==> src/c16_mem_pkg.sv <==
/*
 * C16 memory side: address, data and word types plus the memory slot constants
 */

`default_nettype none

package c16_mem_pkg;

	// ------------------------------------------------------------------------
	// address and data types
	// ------------------------------------------------------------------------

	// byte address into the external memory, covers ROM and TAP areas too
	typedef logic [24:0] mem_addr_t;

	// full address as presented by the CPU side
	typedef logic [15:0] cpu_addr_t;

	typedef logic [7:0] byte_t;

	// memory returns both byte lanes at once
	typedef logic [15:0] mem_word_t;

	// ------------------------------------------------------------------------
	// slot timing
	// ------------------------------------------------------------------------

	// 16 cycle slot, top counter bit selects the CPU half
	localparam int unsigned SLOT_BITS_DEFAULT = 4;

endpackage

`default_nettype wire

==> src/c16_dl_pkg.sv <==
/*
 * Download bus definitions: index codes and the BASIC zero-page pointer table
 */

`default_nettype none

package c16_dl_pkg;

	// file type index sent by the host with each download
	typedef logic [7:0] dl_index_t;

	// program file, first two bytes hold the load address
	localparam dl_index_t DL_INDEX_PRG = 8'h01;

	// ------------------------------------------------------------------------
	// zero-page BASIC pointers
	// ------------------------------------------------------------------------

	localparam int unsigned NUM_ZP_PTRS = 4;

	typedef logic [15:0] zp_ptr_t;

	// low byte address of each pointer, high byte sits right above it
	localparam c16_mem_pkg::cpu_addr_t ZP_PTR_BASE [NUM_ZP_PTRS] = '{
		16'h002d,
		16'h002f,
		16'h0031,
		16'h009d
	};

endpackage

`default_nettype wire

==> src/dl_bus_if.sv <==
/*
 * Byte-wide download bus from the host
 */

`timescale 1ns/1ps
`default_nettype none

interface dl_bus_if;

	logic                     download_active;
	c16_dl_pkg::dl_index_t    index;
	// one cycle strobe, addr and data valid with it
	logic                     wr;
	c16_mem_pkg::mem_addr_t   addr;
	c16_mem_pkg::byte_t       data;

	modport source (output download_active, output index, output wr,
		output addr, output data);

	modport sink (input download_active, input index, input wr,
		input addr, input data);

endinterface

`default_nettype wire

==> src/prg_injector.sv <==
/*
 * PRG injector: captures the load address and writes each following byte
 * to memory during the IO half of the memory slot
 */

`timescale 1ns/1ps
`default_nettype none

module prg_injector #(
	parameter int unsigned SLOT_BITS = c16_mem_pkg::SLOT_BITS_DEFAULT
) (
	input  wire                     clk28,
	input  wire                     reset,
	dl_bus_if.sink                  dl,
	output logic                    mem_wr_o,
	output c16_mem_pkg::mem_addr_t  mem_addr_o,
	output c16_mem_pkg::byte_t      mem_data_o,
	output c16_mem_pkg::mem_addr_t  end_addr_o
);

	logic [SLOT_BITS-1:0]   slot_cnt;
	logic [SLOT_BITS-1:0]   slot_nxt;
	logic                   clkref;
	logic                   last_clkref;
	logic                   io_start;
	logic                   io_end;
	logic                   prg_wr;
	logic                   pending;
	logic                   wr_stage;
	c16_mem_pkg::byte_t     pend_data;
	c16_mem_pkg::byte_t     wr_data;
	c16_mem_pkg::mem_addr_t wr_addr;

	// ------------------------------------------------------------------------
	// slot counter
	// ------------------------------------------------------------------------

	assign slot_nxt = slot_cnt + SLOT_BITS'(1);

	// high = CPU slice, low = IO slice
	assign clkref = slot_cnt[SLOT_BITS-1];

	// first IO cycle, and last IO cycle before the CPU takes over
	assign io_start = last_clkref & ~clkref;
	assign io_end   = ~clkref & slot_nxt[SLOT_BITS-1];

	always_ff @(posedge clk28) begin
		if (reset) begin
			slot_cnt    <= '0;
			last_clkref <= 1'b0;
		end else begin
			slot_cnt    <= slot_nxt;
			last_clkref <= clkref;
		end
	end

	// ------------------------------------------------------------------------
	// download capture and write stage
	// ------------------------------------------------------------------------

	assign prg_wr = dl.wr && dl.download_active &&
		(dl.index == c16_dl_pkg::DL_INDEX_PRG);

	always_ff @(posedge clk28) begin
		if (reset) begin
			pending  <= 1'b0;
			wr_stage <= 1'b0;
			wr_addr  <= '0;
		end else begin
			// pending byte goes out for the rest of this IO slice
			if (io_start) begin
				wr_stage <= pending;
				pending  <= 1'b0;
			end

			// write done, step to the next free byte
			if (io_end && wr_stage) begin
				wr_stage <= 1'b0;
				wr_addr  <= wr_addr + c16_mem_pkg::mem_addr_t'(1);
			end

			if (prg_wr) begin
				if (dl.addr == '0)
					wr_addr[7:0] <= dl.data;
				else if (dl.addr == c16_mem_pkg::mem_addr_t'(1))
					wr_addr[24:8] <= {9'd0, dl.data};
				else
					pending <= 1'b1;
			end
		end
	end

	// data bytes only, control above decides if they are used
	always_ff @(posedge clk28) begin
		if (prg_wr)
			pend_data <= dl.data;
		if (io_start && pending)
			wr_data <= pend_data;
	end

	assign mem_wr_o   = wr_stage;
	assign mem_addr_o = wr_addr;
	assign mem_data_o = wr_data;
	assign end_addr_o = wr_addr;

endmodule

`default_nettype wire

==> src/zp_decoder.sv <==
/*
 * Zero-page pointer decoder: address hits, CPU write pulse, end of download
 */

`timescale 1ns/1ps
`default_nettype none

module zp_decoder #(
	parameter int unsigned NUM_PTRS = c16_dl_pkg::NUM_ZP_PTRS
) (
	input  wire                       clk28,
	input  wire                       reset,
	dl_bus_if.sink                    dl,
	input  c16_mem_pkg::cpu_addr_t    cpu_addr_i,
	input  wire                       cpu_cas_n_i,
	input  wire                       cpu_rw_i,
	output logic [NUM_PTRS-1:0]       sel_lo_o,
	output logic [NUM_PTRS-1:0]       sel_hi_o,
	output logic                      wr_pulse_o,
	output logic                      load_o
);

	logic cas_n_d;
	logic prg_dl;
	logic prg_dl_d;

	// ------------------------------------------------------------------------
	// address decode
	// ------------------------------------------------------------------------

	for (genvar i = 0; i < NUM_PTRS; i++) begin : g_sel
		assign sel_lo_o[i] = (cpu_addr_i == c16_dl_pkg::ZP_PTR_BASE[i]);
		// high byte right above the low byte
		assign sel_hi_o[i] = (cpu_addr_i == c16_dl_pkg::ZP_PTR_BASE[i] + 16'd1);
	end

	// ------------------------------------------------------------------------
	// timing
	// ------------------------------------------------------------------------

	assign prg_dl = dl.download_active &&
		(dl.index == c16_dl_pkg::DL_INDEX_PRG);

	always_ff @(posedge clk28) begin
		if (reset) begin
			cas_n_d    <= 1'b1;
			wr_pulse_o <= 1'b0;
			prg_dl_d   <= 1'b0;
			load_o     <= 1'b0;
		end else begin
			cas_n_d <= cpu_cas_n_i;
			// one cycle after cas falls, address has settled by then
			wr_pulse_o <= !cpu_cas_n_i && cas_n_d && !cpu_rw_i;

			prg_dl_d <= prg_dl;
			// PRG download just ended
			load_o <= !prg_dl && prg_dl_d;
		end
	end

endmodule

`default_nettype wire

==> src/zp_pointer_reg.sv <==
/*
 * One 16-bit zero-page shadow pointer with byte writes and a word load
 */

`timescale 1ns/1ps
`default_nettype none

module zp_pointer_reg (
	input  wire                    clk28,
	input  wire                    reset,
	input  wire                    sel_lo_i,
	input  wire                    sel_hi_i,
	input  wire                    wr_pulse_i,
	input  wire                    load_i,
	input  c16_dl_pkg::zp_ptr_t    load_val_i,
	input  c16_mem_pkg::byte_t     wr_data_i,
	output c16_dl_pkg::zp_ptr_t    ptr_o
);

	c16_dl_pkg::zp_ptr_t ptr;

	always_ff @(posedge clk28) begin
		if (reset) begin
			ptr <= '0;
		end else if (load_i) begin
			// end of injection wins over CPU writes
			ptr <= load_val_i;
		end else if (wr_pulse_i) begin
			if (sel_lo_i)
				ptr[7:0] <= wr_data_i;
			if (sel_hi_i)
				ptr[15:8] <= wr_data_i;
		end
	end

	assign ptr_o = ptr;

endmodule

`default_nettype wire

==> src/cpu_read_mux.sv <==
/*
 * CPU read data: pointer overlay on a zero-page hit, else memory byte lane
 */

`timescale 1ns/1ps
`default_nettype none

module cpu_read_mux #(
	parameter int unsigned NUM_PTRS = c16_dl_pkg::NUM_ZP_PTRS
) (
	input  c16_dl_pkg::zp_ptr_t    ptrs_i [NUM_PTRS],
	input  wire [NUM_PTRS-1:0]     sel_lo_i,
	input  wire [NUM_PTRS-1:0]     sel_hi_i,
	input  wire                    cpu_addr_lsb_i,
	input  c16_mem_pkg::mem_word_t mem_rdata_i,
	output c16_mem_pkg::byte_t     cpu_din_o
);

	logic               ovl_hit;
	c16_mem_pkg::byte_t ovl_data;

	assign ovl_hit = |{sel_lo_i, sel_hi_i};

	// at most one select is set, address decode is exclusive
	always_comb begin
		ovl_data = 8'hff;
		for (int i = 0; i < NUM_PTRS; i++) begin
			if (sel_lo_i[i])
				ovl_data = ptrs_i[i][7:0];
			if (sel_hi_i[i])
				ovl_data = ptrs_i[i][15:8];
		end
	end

	// odd address reads the upper lane
	always_comb begin
		if (ovl_hit)
			cpu_din_o = ovl_data;
		else if (cpu_addr_lsb_i)
			cpu_din_o = mem_rdata_i[15:8];
		else
			cpu_din_o = mem_rdata_i[7:0];
	end

endmodule

`default_nettype wire

==> src/c16_inject_top.sv <==
/*
 * C16 PRG injection top: download injector, zero-page pointer overlay and
 * CPU read path
 */

`timescale 1ns/1ps
`default_nettype none

module c16_inject_top #(
	parameter int unsigned SLOT_BITS = c16_mem_pkg::SLOT_BITS_DEFAULT,
	parameter int unsigned NUM_PTRS  = c16_dl_pkg::NUM_ZP_PTRS
) (
	input  wire                      clk28,
	input  wire                      reset,
	// download from the host
	input  wire                      dl_active_i,
	input  c16_dl_pkg::dl_index_t    dl_index_i,
	input  wire                      dl_wr_i,
	input  c16_mem_pkg::mem_addr_t   dl_addr_i,
	input  c16_mem_pkg::byte_t       dl_data_i,
	// memory
	output logic                     mem_wr_o,
	output c16_mem_pkg::mem_addr_t   mem_addr_o,
	output c16_mem_pkg::byte_t       mem_data_o,
	input  c16_mem_pkg::mem_word_t   mem_rdata_i,
	// CPU
	input  c16_mem_pkg::cpu_addr_t   cpu_addr_i,
	input  wire                      cpu_cas_n_i,
	input  wire                      cpu_rw_i,
	input  c16_mem_pkg::byte_t       cpu_dout_i,
	output c16_mem_pkg::byte_t       cpu_din_o
);

	c16_mem_pkg::mem_addr_t end_addr;
	c16_dl_pkg::zp_ptr_t    load_val;
	c16_dl_pkg::zp_ptr_t    ptrs [NUM_PTRS];
	logic [NUM_PTRS-1:0]    sel_lo;
	logic [NUM_PTRS-1:0]    sel_hi;
	logic                   wr_pulse;
	logic                   load;

	// ------------------------------------------------------------------------
	// download bus, source side driven from the ports
	// ------------------------------------------------------------------------

	dl_bus_if dl_bus ();

	assign dl_bus.download_active = dl_active_i;
	assign dl_bus.index           = dl_index_i;
	assign dl_bus.wr              = dl_wr_i;
	assign dl_bus.addr            = dl_addr_i;
	assign dl_bus.data            = dl_data_i;

	prg_injector #(.SLOT_BITS(SLOT_BITS)) u_injector (
		.clk28      (clk28),
		.reset      (reset),
		.dl         (dl_bus.sink),
		.mem_wr_o   (mem_wr_o),
		.mem_addr_o (mem_addr_o),
		.mem_data_o (mem_data_o),
		.end_addr_o (end_addr)
	);

	// ------------------------------------------------------------------------
	// zero-page pointer overlay
	// ------------------------------------------------------------------------

	zp_decoder #(.NUM_PTRS(NUM_PTRS)) u_decoder (
		.clk28       (clk28),
		.reset       (reset),
		.dl          (dl_bus.sink),
		.cpu_addr_i  (cpu_addr_i),
		.cpu_cas_n_i (cpu_cas_n_i),
		.cpu_rw_i    (cpu_rw_i),
		.sel_lo_o    (sel_lo),
		.sel_hi_o    (sel_hi),
		.wr_pulse_o  (wr_pulse),
		.load_o      (load)
	);

	// BASIC wants the byte after the last one loaded, plus one
	assign load_val = end_addr[15:0] + 16'd1;

	for (genvar i = 0; i < NUM_PTRS; i++) begin : g_ptr
		zp_pointer_reg u_ptr (
			.clk28      (clk28),
			.reset      (reset),
			.sel_lo_i   (sel_lo[i]),
			.sel_hi_i   (sel_hi[i]),
			.wr_pulse_i (wr_pulse),
			.load_i     (load),
			.load_val_i (load_val),
			.wr_data_i  (cpu_dout_i),
			.ptr_o      (ptrs[i])
		);
	end

	cpu_read_mux #(.NUM_PTRS(NUM_PTRS)) u_read_mux (
		.ptrs_i         (ptrs),
		.sel_lo_i       (sel_lo),
		.sel_hi_i       (sel_hi),
		.cpu_addr_lsb_i (cpu_addr_i[0]),
		.mem_rdata_i    (mem_rdata_i),
		.cpu_din_o      (cpu_din_o)
	);

endmodule

`default_nettype wire

==> config.mk <==
export PLATFORM = sky130hd
export DESIGN_NAME = c16_inject_top
export DESIGN_NICKNAME = d
export VERILOG_FILES = /design/src/c16_mem_pkg.sv /design/src/c16_dl_pkg.sv /design/src/dl_bus_if.sv /design/src/prg_injector.sv /design/src/zp_decoder.sv /design/src/zp_pointer_reg.sv /design/src/cpu_read_mux.sv /design/src/c16_inject_top.sv
export SDC_FILE = /design/constraint.sdc
export NUM_CORES = 1
export LEC_CHECK = 0
export BUFFER_PORTS_ARGS = -buffer_cell sky130_fd_sc_hd__buf_4
export CAP_MARGIN = 20
export CORE_ASPECT_RATIO = 1.2
export CORE_MARGIN = 3
export CORE_UTILIZATION = 48
export CTS_CLUSTER_DIAMETER = 30
export DETAILED_ROUTE_END_ITERATION = 12
export PLACE_DENSITY = 0.74
export SLEW_MARGIN = 10
export SYNTH_ARGS = -nofsm -noshare
export SYNTH_HDL_FRONTEND = slang
export SYNTH_SLANG_ARGS = --single-unit
==> constraint.sdc <==
create_clock -name clk28 -period 2.4 [get_ports clk28]
set_clock_uncertainty 0.2 [all_clocks]
set_input_delay 0.36 -clock clk28 [delete_from_list [all_inputs] [get_ports clk28]]
set_output_delay 0.36 -clock clk28 [all_outputs]
set_load 0.01 [all_outputs]
## Word level (Yosys, flattened, before mapping)

Index checks and enable logic that the tools add are counted.

| storage, ports and cells | value |
|---|---|
| memories kept | 0 |
| bits in read-only memories | 0 |
| memory bits (writable) | 0 |
| bits in registers | 116 |
| latch bits | 0 |
| logic and storage cells | 101 |
| output and inout port bits | 42 |

| operators by class | value |
|---|---|
| div/mod/pow operators | 0 |
| eq/ne operators | 10 |
| reduce and logical (&&, ||, !) cells | 31 |
| multiplexer cells | 35 |
| $lt $le $gt $ge | 0 |
| multiply operators | 0 |
| add/subtract/negate cells | 3 |
| bitwise operators | 3 |
| shift operators | 0 |

Operators by type and width:

| cell | count |
|---|---|
| $mux W8 | 19 |
| $mux W16 | 8 |
| $eq A16 B6 Y1 const B | 6 |
| $mux W25 | 2 |
| $mux W17 | 2 |
| $eq A16 B8 Y1 const B | 2 |
| $add A25 B1 Y25 const B | 1 |
| $eq A25 B1 Y1 const B | 1 |
| $logic_not A25 Y1 | 1 |
| $reduce_bool A2 Y1 | 9 |
| $add A16 B1 Y16 const B | 1 |
| $reduce_and A2 Y1 | 8 |
| $eq A8 B1 Y1 const B | 1 |
| $logic_and A1 B1 Y1 | 8 |
| $reduce_or A8 Y1 | 1 |
| $add A4 B1 Y4 const B | 1 |
| $mux W1 | 4 |
| $logic_not A1 Y1 | 3 |
| $and A1 B1 Y1 | 2 |
| $reduce_or A2 Y1 | 1 |
| $not A1 Y1 | 1 |

## Logic depth before layout (Yosys ltp)

| depth | value |
|---|---|
| word-level depth | 10 |
| mapped depth | 8 |

## Cells and area by module

From an unflattened synthesis, not the netlist that was laid out.

| unflattened totals | value |
|---|---|
| cells, all modules | 752 |
| area total of the unflattened synthesis | 7016.7 um^2 |

Modules (own cells, without submodules):

| module | area each (um^2) | instances | sequential area each (um^2) | cells each |
|---|---|---|---|---|
| zp_pointer_reg | 855.8 | 4 | 320.3 | 85 |
| prg_injector | 2304.7 | 1 | 1121.1 | 233 |
| cpu_read_mux | 706.9 | 1 | 0.0 | 103 |
| c16_inject_top | 297.8 | 1 | 0.0 | 43 |
| zp_decoder | 284.0 | 1 | 80.1 | 33 |

## Least setup slack after synthesis

Ideal clock, no wire load.

| timing path | value |
|---|---|
| path type | input port to output port |
| from | in cpu_addr_i[6] |
| to | out cpu_din_o[7] |
| data arrival time | 1.997 ns |
| stages on the path | 6 |
| path slack | -0.157 ns |
| path through | or4b_1 > buf_6 > nor4_4 > a22oi_1 > o31a_1 > o31ai_1 |

| on the way | value |
|---|---|
| word-level cells in the longest chain between the ends | 10 |
| elaborated cells on any way between the ends | 18 |
| classes of those cells | eq/ne: 8; mux: 9; reduce/logical: 1 |

Ends and longest elaborated chain:

| item | RTL line | RTL |
|---|---|---|
| from (decl) | c16_inject_top.sv:27 | `input c16_mem_pkg::cpu_addr_t cpu_addr_i,` |
| $eq A16 B6 Y1 | zp_decoder.sv:32 | `assign sel_lo_o[i] = (cpu_addr_i == c16_dl_pkg::ZP_PTR_BASE[i]);` |
| $mux W8 | cpu_read_mux.sv:28 | `if (sel_lo_i[i])` |
| $mux W8 | cpu_read_mux.sv:30 | `if (sel_hi_i[i])` |
| $mux W8 | cpu_read_mux.sv:28 |  |
| $mux W8 | cpu_read_mux.sv:30 |  |
| $mux W8 | cpu_read_mux.sv:28 |  |
| $mux W8 | cpu_read_mux.sv:30 |  |
| $mux W8 | cpu_read_mux.sv:28 |  |
| $mux W8 | cpu_read_mux.sv:30 |  |
| $mux W8 (*) | cpu_read_mux.sv:37 | `if (ovl_hit)` |
| to (decl) | c16_inject_top.sv:31 | `output c16_mem_pkg::byte_t cpu_din_o` |

Every way passes the cells marked *; elsewhere a longest branch is shown, timed or not.

## Worst setup path in the final report

| timing path | value |
|---|---|
| from | in cpu_addr_i[10] |
| to | out cpu_din_o[6] |

The elaborated chain is that of the path after synthesis.

==> results.yml <==
clock_network:
  cts.clk_slew.worst_paths_ns: 0.05
  h-tree-depth: 4
  cts-buffers-inserted: 17
  numClockSinks: 116
  clockRootBuffer: "clkbuf_16"
  cts_tree: "built"
  ctsLongestPathBuffers: 2
  clock_latency_ns: 0.42
timing:
  period_share: 1.12
  fmax_mhz: 373
  finalCriticalPeriod_ns: 2.68
  slew_headroom: 0.574
  tightest_slew_ns: 0.639
  fin_tns_setup_ns: -1.76
  fin_ws_ns: -0.281
  finalSetupViolCount: 8
  hold_ws_ns: 0.0961
  drv_slew: 0
  final-hold-violation-count: 0
  rsz0062_at_grt: "true"
min_path:
  holdCritStartpoint: "cpu_dout_i[6]"
  min-delay-path-class: "input port to flop"
  holdPathStages: 3
  whs_endpoint: "g_ptr[3].u_ptr.ptr_o[14]"
global_route:
  grt_pass1_wl_um: 29600
  grtUsageTotal: 0.270
  grt_pass1_vias: 5975
  gr-total-overflow: 0
  grt_max_degree: 40
  antenna_found_initial: 0
placement:
  gp_congestion: 0.938
  post-dp-hpwl_um: 14000
  dp.cells: 985
  io_buffer_count: 128
  placed_area_mm2: 0.00765
finish:
  fin_area_mm2: 0.00848
  layout_common_cells: "buf_4 (188), dfxtp_1 (100), nor2_1 (98), mux2i_1 (66), nand2_1 (35)"
  nFillCells: 951
  seqCellArea_mm2: 0.00248
  fin_cells: 1031
  layout.cells.most_common: "buf_4"
  multi_input_area_mm2: 0.00350
  layout-drive-gt1-share: 0.315
  final_util: 0.693
  area_delta_synth_final_pct: 39.4
  diodes: 0
  fin_nets: 947
route:
  viasPerCell: 5.78
  drc: 0
  routedWlPerCell_um: 18.2
  antenna_left: 0
  vias: 5962
  drt_iter0_drc: 338
  firstDrtPassIters: 5
  wl_um: 18700
yosys:
  syn_inst: 664
  yosys_warnings: 0
  synth_seq_cells: 116
  netlist_area_mm2: 0.00608
  ys_types: 75
  async_reset_ff_frac: 0
  synth_seq_area_share: 0.408
  avgSynthCellArea_um2: 9.15
  syn_nets: 754
  synth_edf_count: 16
  ys.flop_type: "dfxtp_1"
pwr:
  max-vdd-ir-drop_uv: 467
  power_leakage_nw: 3.58
  power_density_mw_per_mm2: 572
die:
  start_util: 0.497
  ioPinCount: 129
  core_area_mm2: 0.0122
  die_y_um: 129
  die_w_um: 109
  dieArea_mm2: 0.0141
  rows: 44
critical_path:
  r2r_end: "g_ptr[2].u_ptr.ptr_o[8]"
  reg2reg_from: "u_injector.end_addr_o[1]"
  regToRegSetupSlack_ns: 0.11
  reg2reg_depth: 5
  crit_fanout: 5
  startpoint_type: "input port"
  cp-end-kind: "primary output"
  worst-setup-path-type: "input port to primary output"
  arrival_ns: 2.12
  worst_ep_required_time_ns: 1.84
outcome:
  status: "finished, violations left"
  failed_checks: "setup timing"
job:
  cap_viol_max_count: 0
cells by family after synthesis:
group	after synthesis	synth area share
fa+ha+maj	3	0.00618
buf+inv	45	0.0315
compound gates	121	0.145
simple gates	272	0.238
xor+xnor	31	0.0447
mux	76	0.127
flops	116	0.408
how the worst max path moves through the flow:
stage / slack, ns / end / start / depth (start not counted)
5_1_grt: -0.33 / cpu_din_o[6] / cpu_addr_i[10] / 7
4_1_cts: -0.25 / cpu_din_o[6] / cpu_addr_i[10] / 7
3_5_place_dp: -0.27 / cpu_din_o[4] / cpu_addr_i[6] / 7
6_report: -0.28 / cpu_din_o[6] / cpu_addr_i[10] / 7
2_1_floorplan: -0.07 / cpu_din_o[3] / cpu_addr_i[6] / 6
3_3_place_gp: -0.28 / cpu_din_o[4] / cpu_addr_i[6] / 7
per-stage QoR:
stage	power, mW	setup WS (ns)
after global placement	2.39	-0.277
final	4.85	-0.281
after CTS	4.84	-0.245
after global routing	4.97	-0.326
after detailed placement	2.39	-0.272
after floorplan	2.17	-0.0702
critical path, cell delays in order:
cell,delay (ns)
buf_8,0.10
or4b_4,0.56
nor4_4,0.39
buf_4,0.21
a22oi_2,0.07
o31a_1,0.31
buf_6,0.13
final cells by class:
cell class              count  share of cell area
multi-input cells         503               0.413
flip-flops and latches    116               0.293
repair buffers            210               0.198
clock buffers              20              0.0527
well taps                 161              0.0238
clock inverters            12              0.0155
inverters                   9             0.00399
flip-flops by register name, summed over array words and instances (netlist names):
name                    flops
u_injector.pending          1
u_injector.end_addr_o      25
u_decoder.cas_n_d           1
u_injector.slot_cnt         4
u_injector.mem_wr_o         1
u_decoder.wr_pulse_o        1
u_decoder.load_o            1
u_injector.last_clkref      1
u_injector.pend_data        8
u_decoder.prg_dl_d          1
u_injector.mem_data_o       8
g_ptr.u_ptr.ptr_o          64
synthesized netlist by cell type, types with 5 or more instances:
master,number,area (um^2)
nand3_1,26,130
o31ai_1,5,37.5
dfxtp_1,100,2000
a211oi_1,9,67.6
clkbuf_1,23,86.3
and3_1,12,75.1
a31oi_1,6,37.5
nand2_1,36,135
xnor2_1,25,219
mux2_2,10,113
nor2_1,98,368
or3_1,6,37.5
nor3_1,15,75.1
or4_1,5,37.5
buf_2,9,45.0
xor2_1,6,52.6
a21oi_1,21,105
a2bb2oi_1,5,43.8
mux2i_1,66,661
edfxtp_1,16,480
nand4_1,19,119
nor4_1,14,87.6
nor2b_1,7,43.8
o21ai_0,28,140
inv_1,8,30.0
nand2b_1,6,37.5
where the power goes:
group / internal, mW / total [mW] / switching (mW)
Combinational: 0.216 / 0.406 / 0.190
Sequential: 1.97 / 1.98 / 0.00603
Clock: 1.55 / 2.46 / 0.909
Total: 3.74 / 4.85 / 1.11
routing by layer:
| metal | global-route usage | vias up | wire length [um] |
|---|---|---|---|
| met5 | 0 | - | 0 |
| met4 | 0.113 | 0 | 570 |
| met3 | 0.0613 | 48 | 1310 |
| met2 | 0.486 | 278 | 9610 |
| met1 | 0.305 | 2794 | 7230 |
| li1 | - | 2842 | - |
what timing repair did:
item	CTS	global route
gates resized for setup	8	15
hold endpoints to repair	10	0
pin swaps	4	5
buffers inserted	1	2
setup endpoints to repair	8	11
hold buffers	11	0
(Power assumes the default switching activity.)
